<file path="src/source/rowbuf_geom_pkg.sv">
package rowbuf_geom_pkg;

    ////////////////////
    // Memory geometry
    ////////////////////

    // One pixel of the feature map
    localparam int PIXEL_WIDTH = 16;

    // Each bank holds two rows of up to 256 columns
    localparam int BANK_DEPTH = 512;

    localparam int COL_WIDTH = 8;

    // Column plus the half-select bit on top
    localparam int BANK_ADDR_WIDTH = COL_WIDTH + 1;

    ////////////////////
    // Pipeline depths
    ////////////////////

    // Execute strobe to valid pixel pair
    localparam int READ_LATENCY = 3;

    // Incoming-row pixels lag the prefetch buffer by two cycles
    localparam int PIXEL_DELAY = 2;
    localparam int MATRIC_DELAY = 1;

    typedef logic [PIXEL_WIDTH-1:0]     pixel_t;
    typedef logic [COL_WIDTH-1:0]       col_t;
    typedef logic [BANK_ADDR_WIDTH-1:0] bank_addr_t;

    // Bank 1 pixel in the upper half, bank 0 pixel in the lower half
    typedef logic [2*PIXEL_WIDTH-1:0]   pixel_pair_t;

endpackage

</file>
<file path="src/source/awe_seq_pkg.sv">
package awe_seq_pkg;

    ////////////////////
    // Window engine phases
    ////////////////////

    typedef enum logic [2:0] {
        idle           = 3'd0,
        prim_buffer    = 3'd1,
        wait_pfb_load  = 3'd2,
        active         = 3'd3,
        fin_row_matric = 3'd4,
        job_done       = 3'd5
    } awe_phase_t;

    // Row rotation code, steps through 00 01 11 10
    typedef logic [1:0] gray_t;

    ////////////////////
    // Sequence word layout
    ////////////////////

    typedef logic [15:0] seq_word_t;

    // Selects which of the two rows in a bank is read
    localparam int SEQ_HALF_BIT = 15;

    // Even column sits in bits 14..7
    localparam int SEQ_EVEN_LSB = 7;

    // Odd column high part sits in bits 6..0, its low bit is always 1
    localparam int SEQ_ODD_LSB = 0;
    localparam int SEQ_ODD_WIDTH = 7;

endpackage

</file>
<file path="src/source/window_read_ctrl.sv">
`timescale 1ns/1ps

module window_read_ctrl (
    input  logic                         clk,
    input  logic                         rst,
    input  awe_seq_pkg::awe_phase_t      phase,
    input  awe_seq_pkg::gray_t           gray,
    input  logic                         execute,
    input  awe_seq_pkg::seq_word_t       seq,
    input  rowbuf_geom_pkg::pixel_t      rd_data0,
    input  rowbuf_geom_pkg::pixel_t      rd_data1,
    output logic                         rd_en,
    output rowbuf_geom_pkg::bank_addr_t  rd_addr0,
    output rowbuf_geom_pkg::bank_addr_t  rd_addr1,
    output rowbuf_geom_pkg::pixel_pair_t dout,
    output logic                         dout_valid
);

    logic                                    seq_half;
    rowbuf_geom_pkg::col_t                   even_col;
    logic [awe_seq_pkg::SEQ_ODD_WIDTH-1:0]   odd_hi;
    logic                                    rd_vld;

    ////////////////////
    // Sequence decode
    ////////////////////

    assign seq_half = seq[awe_seq_pkg::SEQ_HALF_BIT];
    assign even_col = seq[awe_seq_pkg::SEQ_EVEN_LSB +: rowbuf_geom_pkg::COL_WIDTH];
    assign odd_hi   = seq[awe_seq_pkg::SEQ_ODD_LSB +: awe_seq_pkg::SEQ_ODD_WIDTH];

    always_ff @(posedge clk) begin
        if (rst) begin
            rd_en <= 1'b0;
        end else begin
            rd_en <= execute && (phase == awe_seq_pkg::active);
        end
    end

    // Gray code rotates which half holds each logical row
    always_ff @(posedge clk) begin
        if (execute) begin
            rd_addr0 <= {gray[0] ^ seq_half, even_col};
            rd_addr1 <= {gray[1] ^ seq_half, odd_hi, 1'b1};
        end
    end

    ////////////////////
    // Output stage
    ////////////////////

    // Bank data is ready one cycle after rd_en
    always_ff @(posedge clk) begin
        if (rst) begin
            rd_vld     <= 1'b0;
            dout_valid <= 1'b0;
        end else begin
            rd_vld     <= rd_en;
            dout_valid <= rd_vld;
        end
    end

    always_ff @(posedge clk) begin
        if (rd_vld) begin
            dout <= {rd_data1, rd_data0};
        end
    end

endmodule

</file>
<file path="config.mk">
export PLATFORM = sky130hd
export DESIGN_NAME = window_read_ctrl
export DESIGN_NICKNAME = d
export VERILOG_FILES = /design/src/source/rowbuf_geom_pkg.sv /design/src/source/awe_seq_pkg.sv /design/src/source/window_read_ctrl.sv
export SDC_FILE = /design/constraint.sdc
export NUM_CORES = 1
export LEC_CHECK = 0
export ABC_AREA = 1
export BUFFER_PORTS_ARGS = -buffer_cell sky130_fd_sc_hd__buf_4
export CAP_MARGIN = 0
export CORE_ASPECT_RATIO = 2
export CORE_UTILIZATION = 40
export DETAILED_ROUTE_END_ITERATION = 8
export HOLD_SLACK_MARGIN = 0.05
export PLACE_DENSITY = 0.87
export SLEW_MARGIN = 20
export SYNTH_ARGS = -nofsm -noshare
export SYNTH_HDL_FRONTEND = slang
export SYNTH_SLANG_ARGS = --single-unit
</file>
<file path="constraint.sdc">
create_clock -name clk -period 1.94 [get_ports clk]
set_clock_uncertainty 0.1 [all_clocks]
set_input_delay 0.388 -clock clk [delete_from_list [all_inputs] [get_ports clk]]
set_output_delay 0.388 -clock clk [all_outputs]
set_load 0.05 [all_outputs]
</file>
==> qor.csv <==
metric;value;unit
synthToLayoutAreaGrowth;61.88;%
fin_util;0.6719;
cts-root-buf;clkbuf_8;
drive_above_1_share;0.6425;
multi_input_area;41.29;sq um
setup_viol;0;
grt_max_degree;27;
die_area;4260;sq um
path_clk_slew;0.09;ns
outcome;complete, no violations;
clk_latency;0.29;ns
first_pass_iters;3;
reg2reg_depth;1;
start_util;0.4150;
netlist-cell-type-count;9;
grt_overflow;0;
nets;234;
cts.sinks;52;
startpoint;rd_addr0[5];
rows;32;
routabilityCongestion;0.7767;
hold_class;in -> reg;
path_cells;buf_4;
track_usage;0.1559;
drv_cap;0;
antenna_cells;0;
path_buf_inv;1;
syn_avg_cell_area;24.54;sq um
cts_tree;done;
ys_ff_latch;52;
p_switching;0.5088;mW
yosys_warnings;0;
endpoint_kind;primary output;
wl_per_cell;13.83;um
drt_iter0_drc;9;
nFillCells;290;
power_density;880.9;nW/um^2
period_minus_slack;1.392;ns
fmax;718.2;MHz
critical_path_class;reg -> out;
crit_cells;1;
vdd_drop_max;888.3;uV
hpwlAfterDp;2.511;mm
seqPwrFrac;0.561;
grt_pass1_vias;1078;
r2r_slack;0.77;ns
endpoint;rd_addr0[5];
die_h;91.31;um
leakagePower;1.085;nW
antenna_found_initial;0;
pwr-share-clk;0.317;
vias;994;
cts_made_buffers;5;
critPathRequiredTime;1.45;ns
ys_seq_area_frac;0.9600;
cp_max_fo;1;
r2r-start;rd_vld;
syn_inst;65;
slowest_stage;edfxtp_1;
fin_crit_sh;0.7178;
cts_setup_buffers;0;
setup_tns;0;ns
routed_wirelength;3.182;mm
ant_nets;0;
htree_levels;2;
cp.arrival;0.90;ns
comb_power_share;0.122;
postCtsHoldBufs;0;
syn_nets;121;
drc;0;
rsz0062_at_grt;false;
via_per_inst;4.322;
startpoint_type;flop;
syn_area;1595;sq um
die_w;46.66;um
path_delay_family;flip-flops;
port_buffers;106;
io_pins;108;
r2r_end;dout[30];
core;3844;sq um
regArea;1531;sq um
cpPeakStageDelay;0.40;ns
drv_slew;0;
finalHoldViolCount;0;
switching_share;0.2237;
grt_pass1_wl;4.505;mm
p_int;1.766;mW
max-clock-path-buffers;2;
cts_resized;0;
==> stage by stage <==
| stage | cell area, sq um | power [mW] | instances | hold WS, ns | worst slack (ns) |
|---|---|---|---|---|---|
| floorplan | 1595 | 1.434 | 65 | 0.3604 | 0.4656 |
| global placement | 2467 | 1.572 | 222 | 0.3211 | 0.8141 |
| detailed placement | 2467 | 1.580 | 222 | 0.3321 | 0.7794 |
| CTS | 2582 | 2.292 | 230 | 0.1559 | 0.5425 |
| global route | 2582 | 2.338 | 230 | 0.1454 | 0.5188 |
| finish | 2582 | 2.275 | 230 | 0.1625 | 0.5475 |
==> kinds of logic (layout without fill, tap and decap cells) <==
family,after synthesis,after routing,share of synthesized area
xor+xnor,2,2,0.01098
flops,52,52,0.9600
buf+inv,5,119,0.01412
simple gates,5,5,0.01254
other cells,1,1,0.002351
==> flip-flops by register name (all words and copies together), names as in the netlist <==
signal      flops
rd_en           1
dout_valid      1
dout           32
rd_vld          1
rd_addr1        8
rd_addr0        9
==> layout by cell type, fill, tap and decap left out <==
| master | Yosys | final |
|---|---|---|
| buf_4 | 1 | 106 |
| edfxtp_1 | 49 | 49 |
| clkbuf_8 | 0 | 5 |
| inv_1 | 4 | 4 |
| nor2_1 | 3 | 3 |
| dfxtp_1 | 3 | 3 |
| xor2_1 | 2 | 2 |
| nand2_1 | 1 | 1 |
| nand3_1 | 1 | 1 |
| conb_1 | 1 | 1 |
| bufinv_16 | 0 | 1 |
| inv_6 | 0 | 1 |
| clkinvlp_4 | 0 | 1 |
| buf_12 | 0 | 1 |
==> synth_stat cells <==
library cell,number,area share
edfxtp_1,49,0.92
inv_1,4,0.0094
dfxtp_1,3,0.038
nor2_1,3,0.0071
xor2_1,2,0.011
buf_4,1,0.0047
conb_1,1,0.0024
nand2_1,1,0.0024
nand3_1,1,0.0031
==> power groups by stage <==
stage / combinational [mW] / sequential (mW) / clock, mW
finish: 0.277 / 1.28 / 0.722
global route: 0.288 / 1.28 / 0.771
CTS: 0.279 / 1.28 / 0.737
detailed placement: 0.278 / 1.30 / 0
global placement: 0.273 / 1.30 / 0
floorplan: 0.0102 / 1.42 / 0
==> cell type report <==
type | count | share of cell area
Sequential cell | 52 | 0.5930
Timing Repair Buffer | 107 | 0.3159
Clock buffer | 5 | 0.02665
Tap cell | 51 | 0.02471
Clock inverter | 3 | 0.01793
Multi-Input combinational cell | 8 | 0.01599
Inverter | 4 | 0.005814
==> how the worst min path moves through the flow <==
stage	slack, ns	start	cells past startpoint	end
global placement	0.32	rd_en	2	rd_vld
finish	0.16	rst	2	dout_valid
CTS	0.16	rst	2	dout_valid
global route	0.15	rd_data1[0]	1	dout[16]
floorplan	0.36	rst	1	dout_valid
detailed placement	0.33	rd_en	2	rd_vld
==> metal layers <==
layer	share of wire	track usage	up-vias
li1	-	-	464
met1	0.28	0.1192	438
met2	0.56	0.2743	86
met3	0.15	0.09543	6
met4	0.019	0.07143	0
met5	0	0	-
No activity file was read; power rests on OpenSTA's default activity.
