==> src/source/rowbuf_geom_pkg.sv <==
package rowbuf_geom_pkg;

    ////////////////////
    // Memory geometry
    ////////////////////

    // One pixel of the feature map
    localparam int PIXEL_WIDTH = 16;

    // Each bank holds two rows of up to 256 columns
    localparam int BANK_DEPTH = 512;

    localparam int COL_WIDTH = 8;

    // Column plus the half-select bit on top
    localparam int BANK_ADDR_WIDTH = COL_WIDTH + 1;

    ////////////////////
    // Pipeline depths
    ////////////////////

    // Execute strobe to valid pixel pair
    localparam int READ_LATENCY = 3;

    // Incoming-row pixels lag the prefetch buffer by two cycles
    localparam int PIXEL_DELAY = 2;
    localparam int MATRIC_DELAY = 1;

    typedef logic [PIXEL_WIDTH-1:0]     pixel_t;
    typedef logic [COL_WIDTH-1:0]       col_t;
    typedef logic [BANK_ADDR_WIDTH-1:0] bank_addr_t;

    // Bank 1 pixel in the upper half, bank 0 pixel in the lower half
    typedef logic [2*PIXEL_WIDTH-1:0]   pixel_pair_t;

endpackage

==> src/source/awe_seq_pkg.sv <==
package awe_seq_pkg;

    ////////////////////
    // Window engine phases
    ////////////////////

    typedef enum logic [2:0] {
        idle           = 3'd0,
        prim_buffer    = 3'd1,
        wait_pfb_load  = 3'd2,
        active         = 3'd3,
        fin_row_matric = 3'd4,
        job_done       = 3'd5
    } awe_phase_t;

    // Row rotation code, steps through 00 01 11 10
    typedef logic [1:0] gray_t;

    ////////////////////
    // Sequence word layout
    ////////////////////

    typedef logic [15:0] seq_word_t;

    // Selects which of the two rows in a bank is read
    localparam int SEQ_HALF_BIT = 15;

    // Even column sits in bits 14..7
    localparam int SEQ_EVEN_LSB = 7;

    // Odd column high part sits in bits 6..0, its low bit is always 1
    localparam int SEQ_ODD_LSB = 0;
    localparam int SEQ_ODD_WIDTH = 7;

endpackage

==> src/source/row_write_ctrl.sv <==
`timescale 1ns/1ps

module row_write_ctrl (
    input  logic                      clk,
    input  logic                      rst,
    input  awe_seq_pkg::awe_phase_t   phase,
    input  awe_seq_pkg::gray_t        gray,
    input  rowbuf_geom_pkg::col_t     num_cols,
    input  logic                      pixel_strobe,
    input  rowbuf_geom_pkg::col_t     in_row,
    input  rowbuf_geom_pkg::col_t     in_col,
    input  rowbuf_geom_pkg::pixel_t   pixel_in,
    input  logic                      row_matric,
    input  logic                      last_kernel,
    input  rowbuf_geom_pkg::col_t     wr_col,
    output logic                      wr_en0,
    output logic                      wr_en1,
    output rowbuf_geom_pkg::bank_addr_t wr_addr0,
    output rowbuf_geom_pkg::bank_addr_t wr_addr1,
    output rowbuf_geom_pkg::pixel_t   wr_data0,
    output rowbuf_geom_pkg::pixel_t   wr_data1
);

    rowbuf_geom_pkg::pixel_t     pixel_dly [rowbuf_geom_pkg::PIXEL_DELAY];
    logic                        matric_dly [rowbuf_geom_pkg::MATRIC_DELAY];

    logic                        prim_hit;
    logic                        row_hit;

    logic                        en0_nxt;
    logic                        en1_nxt;
    rowbuf_geom_pkg::bank_addr_t addr0_nxt;
    rowbuf_geom_pkg::bank_addr_t addr1_nxt;
    rowbuf_geom_pkg::pixel_t     data0_nxt;
    rowbuf_geom_pkg::pixel_t     data1_nxt;

    ////////////////////
    // Delay lines
    ////////////////////

    // Line up incoming-row pixels and strobe with the prefetch latency
    always_ff @(posedge clk) begin
        if (rst) begin
            for (int i = 0; i < rowbuf_geom_pkg::PIXEL_DELAY; i++) begin
                pixel_dly[i] <= '0;
            end
            for (int i = 0; i < rowbuf_geom_pkg::MATRIC_DELAY; i++) begin
                matric_dly[i] <= 1'b0;
            end
        end else begin
            pixel_dly[0]  <= pixel_in;
            matric_dly[0] <= row_matric;
            for (int i = 1; i < rowbuf_geom_pkg::PIXEL_DELAY; i++) begin
                pixel_dly[i] <= pixel_dly[i-1];
            end
            for (int i = 1; i < rowbuf_geom_pkg::MATRIC_DELAY; i++) begin
                matric_dly[i] <= matric_dly[i-1];
            end
        end
    end

    ////////////////////
    // Write decode
    ////////////////////

    assign prim_hit = (phase == awe_seq_pkg::prim_buffer) && pixel_strobe
                      && (in_col <= num_cols);

    assign row_hit = ((phase == awe_seq_pkg::active) || (phase == awe_seq_pkg::fin_row_matric))
                     && matric_dly[rowbuf_geom_pkg::MATRIC_DELAY-1] && last_kernel;

    always_comb begin
        en0_nxt   = 1'b0;
        en1_nxt   = 1'b0;
        addr0_nxt = wr_addr0;
        addr1_nxt = wr_addr1;
        data0_nxt = wr_data0;
        data1_nxt = wr_data1;

        // Row 0 is shared, rows 1 and 2 fill the upper halves
        if (prim_hit) begin
            case (in_row)
                8'd0: begin
                    en0_nxt   = 1'b1;
                    en1_nxt   = 1'b1;
                    addr0_nxt = {1'b0, in_col};
                    addr1_nxt = {1'b0, in_col};
                    data0_nxt = pixel_in;
                    data1_nxt = pixel_in;
                end
                8'd1: begin
                    en1_nxt   = 1'b1;
                    addr1_nxt = {1'b1, in_col};
                    data1_nxt = pixel_in;
                end
                8'd2: begin
                    en0_nxt   = 1'b1;
                    addr0_nxt = {1'b1, in_col};
                    data0_nxt = pixel_in;
                end
                default: ;
            endcase
        end

        // Incoming row overrides priming on the same bank
        if (row_hit) begin
            if (gray[0] == gray[1]) begin
                en1_nxt   = 1'b1;
                addr1_nxt = {gray[0], wr_col};
                data1_nxt = pixel_dly[rowbuf_geom_pkg::PIXEL_DELAY-1];
            end else begin
                en0_nxt   = 1'b1;
                addr0_nxt = {gray[0], wr_col};
                data0_nxt = pixel_dly[rowbuf_geom_pkg::PIXEL_DELAY-1];
            end
        end
    end

    always_ff @(posedge clk) begin
        if (rst) begin
            wr_en0 <= 1'b0;
            wr_en1 <= 1'b0;
        end else begin
            wr_en0 <= en0_nxt;
            wr_en1 <= en1_nxt;
        end
    end

    always_ff @(posedge clk) begin
        wr_addr0 <= addr0_nxt;
        wr_addr1 <= addr1_nxt;
        wr_data0 <= data0_nxt;
        wr_data1 <= data1_nxt;
    end

endmodule

==> config.mk <==
export PLATFORM = sky130hd
export DESIGN_NAME = row_write_ctrl
export DESIGN_NICKNAME = d
export VERILOG_FILES = /design/src/source/rowbuf_geom_pkg.sv /design/src/source/awe_seq_pkg.sv /design/src/source/row_write_ctrl.sv
export SDC_FILE = /design/constraint.sdc
export NUM_CORES = 1
export LEC_CHECK = 0
export ABC_AREA = 0
export BUFFER_PORTS_ARGS = -buffer_cell sky130_fd_sc_hd__buf_2
export CAP_MARGIN = 10
export CORE_MARGIN = 2
export CORE_UTILIZATION = 35
export DETAILED_ROUTE_END_ITERATION = 6
export MAX_ROUTING_LAYER = met4
export PLACE_DENSITY = 0.63
export SLEW_MARGIN = 20
export SYNTH_ARGS = -nofsm -noshare
export SYNTH_HDL_FRONTEND = slang
export SYNTH_SLANG_ARGS = --single-unit
==> constraint.sdc <==
create_clock -name clk -period 2 [get_ports clk]
set_input_delay 0.2 -clock clk [delete_from_list [all_inputs] [get_ports clk]]
set_output_delay 0.2 -clock clk [all_outputs]
set_load 0.02 [all_outputs]
==> impl_metrics.py <==
metrics = {
    "synth": {
        "yosysTopAreaCellShare_pct": 52.7,
        "synth.distinct_cells": 34,
        "yosys.area.top_type": "dfxtp_1",
        "ys_top_cells_by_area": "dfxtp_1 (53%), a22o_1 (13%), a21o_1 (11%), nor2b_1 (7.0%), ha_1 (3.1%)",
        "synth_cells": 286,
        "ys_seq_area_share_pct": 52.7,
        "yosys_warnings": 0,
        "syn_area_sq_um": 3230,
        "syn-num-nets": 352,
        "ys_ff_latch": 85,
        "syn_area_per_cell_sq_um": 11.3,
    },
    "finish": {
        "final_core_util_pct": 46.1,
        "syn_to_final_growth_pct": 30.1,
        "drive_gt1_share_pct": 38.0,
        "diodes": 0,
        "multi_input_area_sq_um": 1390,
        "final_cell_area_sq_um": 4200,
        "fillCellCount": 895,
        "nets": 475,
        "regArea_sq_um": 1700,
    },
    "critical_path": {
        "cp_slowest_cell": "nor4_4",
        "path_max_fanout": 25,
        "critical_path_depth": 11,
        "setup.reg_to_reg.worst_slack_ns": 0.71,
        "critPathArrivalTime_ns": 1.97,
        "end_kind": "register",
        "crit_chain": "buf_2 -> inv_1 -> ha_1 -> nor2b_1 -> o211ai_1 -> a211oi_2 -> nor4_4 -> buf_4 -> nor2_4 -> buf_12 -> a21o_1",
        "max_stage_delay_ns": 0.31,
        "startpoint_type": "input pin",
        "critPathBufInv": 4,
        "cp_top_family": "compound AO/OA/AOI/OAI gates",
        "reg2regPathDepth": 5,
        "cp.required_ns": 2.24,
        "worstReg2RegEnd": "wr_data1[3]",
        "worstSetupPathType": "in2reg",
        "worstReg2RegStart": "matric_dly[0]",
    },
    "place": {
        "portBuffers": 109,
        "dpl-instance-area_sq_um": 4000,
        "gp_congestion": 0.861,
        "hpwl_microns": 5560,
    },
    "global_routing": {
        "antenna_found_initial": 0,
        "grt_pass1_wl_microns": 12300,
        "grt_util_all_layers_pct": 16.2,
        "grt_overflow": 0,
        "grt_pass1_vias": 2551,
        "grt_max_degree": 36,
    },
    "die": {
        "die_area_sq_um": 10000,
        "die_w_microns": 100,
        "initial_core_util_pct": 35.5,
        "rows": 35,
        "dieHeight_microns": 100,
        "io_pins": 110,
        "core_area_sq_um": 9110,
    },
    "sta": {
        "clock.fmax_mhz": 579,
        "rsz0062_at_grt": "false",
        "fin_crit_sh_pct": 86.4,
        "finalClockSkew_ns": 0.00620,
        "hold-worst-slack_ns": 0.0669,
        "worstMarginPinSlew_ns": 0.642,
        "hold_violations": 0,
        "slew_violations": 0,
        "slew_headroom_pct": 57.2,
        "setup_viol": 0,
        "period_minus_slack_ns": 1.73,
    },
    "detailed_routing": {
        "vias": 2590,
        "routed_wl_microns": 7600,
        "wl_per_cell_microns": 14.5,
        "drcViolationCount": 0,
        "antenna_left": 0,
        "drt_iter0_drc": 53,
        "vias_per_cell": 4.94,
        "dr.pass1.iters": 4,
    },
    "clocking": {
        "insertion_delay_ns": 0.34,
        "cts_max_path_buffers": 2,
        "cts_tree": "yes",
        "ctsHoldBuffers": 0,
        "cts_root_buffer": "clkbuf_8",
        "post_cts.repair.setup_buffers": 0,
        "path_clk_slew_ns": 0.08,
        "postCtsResizedCells": 0,
        "cts-buffers-inserted": 9,
        "cts.sinks": 85,
        "h-tree-depth": 3,
    },
    "pwr": {
        "clkPwrFrac_pct": 32.2,
        "p_seq_share_pct": 51.4,
        "internal_power_mw": 2.77,
        "max-vdd-ir-drop_mv": 0.385,
        "swShare_pct": 26.6,
        "p_per_area_nw_per_um2": 897,
        "p_sw_mw": 1.00,
        "p_leak_nw": 2.32,
        "combPwrFrac_pct": 16.3,
    },
    "job": {
        "max_cap_viol_count": 0,
    },
    "hold_path": {
        "hold_depth": 2,
        "hold_end": "matric_dly[0]",
        "min-delay-start": "row_matric",
        "hold_class": "in2reg",
    },
    "status": {
        "run_status": "completed",
    },
}
[power by group through the flow]
| stage | Sequential [mW] | Clock [mW] | Combinational [mW] |
|---|---|---|---|
| 6_report | 1.94 | 1.22 | 0.615 |
| 5_1_grt | 1.96 | 1.33 | 0.664 |
| 4_1_cts | 1.94 | 1.26 | 0.622 |
| 3_5_place_dp | 1.98 | 0 | 0.620 |
| 3_3_place_gp | 1.98 | 0 | 0.604 |
| 2_1_floorplan | 2.14 | 0 | 0.180 |
[synth_stat cells, drive strengths merged]
master,n
dfxtp,85
a21o,49
a22o,48
nor2b,36
buf,11
inv,11
nor2,9
ha,8
clkbuf,6
a21oi,4
nor4,3
nand4,2
o211ai,2
o22ai,2
a211oi,1
a221o,1
nand2,1
nand3,1
nand4b,1
nor3,1
nor3b,1
nor4b,1
o31ai,1
xnor2,1
[metal layers]
metal | up-vias | global-route usage (%) | part of all wire, %
met2 | 64 | 28.2 | 51
met3 | 14 | 3.83 | 3.9
li1 | 1276 | - | -
met1 | 1236 | 18.3 | 44
met5 | - | - | 0
met4 | 0 | 5.90 | 1.9
[flip-flops by register name (all words and copies together), names as in the netlist]
register / flops
matric_dly: 1
pixel_dly: 32
wr_addr0: 9
wr_addr1: 9
wr_data0: 16
wr_data1: 16
wr_en0: 1
wr_en1: 1
[worst reg2reg max path, stage by stage, from the launching register on]
cell	delay (ns)
dfxtp_1	0.33
o211ai_2	0.18
nor2b_2	0.25
buf_4	0.24
a22o_1	0.17
a21o_1	0.08
[how the worst max path moves through the flow]
stage / from / to / slack (ns)
floorplan: num_cols[1] / wr_data1[10] / 0.07
global placement: num_cols[1] / wr_addr1[5] / -0.1
detailed placement: num_cols[1] / wr_data1[14] / -0.12
CTS: num_cols[1] / wr_addr1[6] / 0.26
global route: num_cols[1] / wr_addr1[3] / 0.18
finish: num_cols[1] / wr_addr1[6] / 0.27
[kinds of logic (layout without fill, tap and decap cells)]
logic type / Yosys count / after routing / share of synthesized area, %
xor gates and xnor gates: 1 / 1 / 0.271
and+or+nand+nor: 56 / 56 / 11.9
AOI/OAI and AO/OA: 108 / 108 / 27.4
buffers and inverters: 28 / 155 / 4.69
DFF: 85 / 85 / 52.7
adders and majority gates: 8 / 8 / 3.10
[through the flow]
stage          TNS (ns)  setup slack (ns)  cells  total power [mW]
2_1_floorplan         0            0.0701    286              2.32
3_3_place_gp      -2.88           -0.0953    509              2.58
3_5_place_dp      -4.02            -0.116    509              2.60
4_1_cts               0             0.257    524              3.82
5_1_grt               0             0.182    524              3.96
6_report              0             0.272    524              3.77
[cells in the final DEF (no fill, tap or decap), drive strengths merged]
| cell type | instances |
|---|---|
| o31ai | 1 |
| nor2b | 36 |
| a21o | 49 |
| nor4 | 3 |
| a211oi | 1 |
| bufinv | 1 |
| xnor2 | 1 |
| o22ai | 2 |
| nand4b | 1 |
| clkbuf | 12 |
| inv | 11 |
| nor3b | 1 |
| nand4 | 2 |
| dfxtp | 85 |
| clkinvlp | 2 |
| nor2 | 9 |
| a221o | 1 |
| o211ai | 2 |
| a22o | 48 |
| nor4b | 1 |
| nor3 | 1 |
| ha | 8 |
| nand2 | 1 |
| buf | 129 |
| nand3 | 1 |
| a21oi | 4 |
[final cells by class]
| class | instances | share of cell area (%) |
|---|---|---|
| Clock buffer | 12 | 3.69 |
| Clock inverter | 3 | 1.07 |
| Inverter | 11 | 0.982 |
| Multi-Input combinational cell | 173 | 33.0 |
| Sequential cell | 85 | 40.5 |
| Tap cell | 111 | 3.30 |
| Timing Repair Buffer | 129 | 17.4 |
Note: power is estimated with default switching activity, not from simulation.
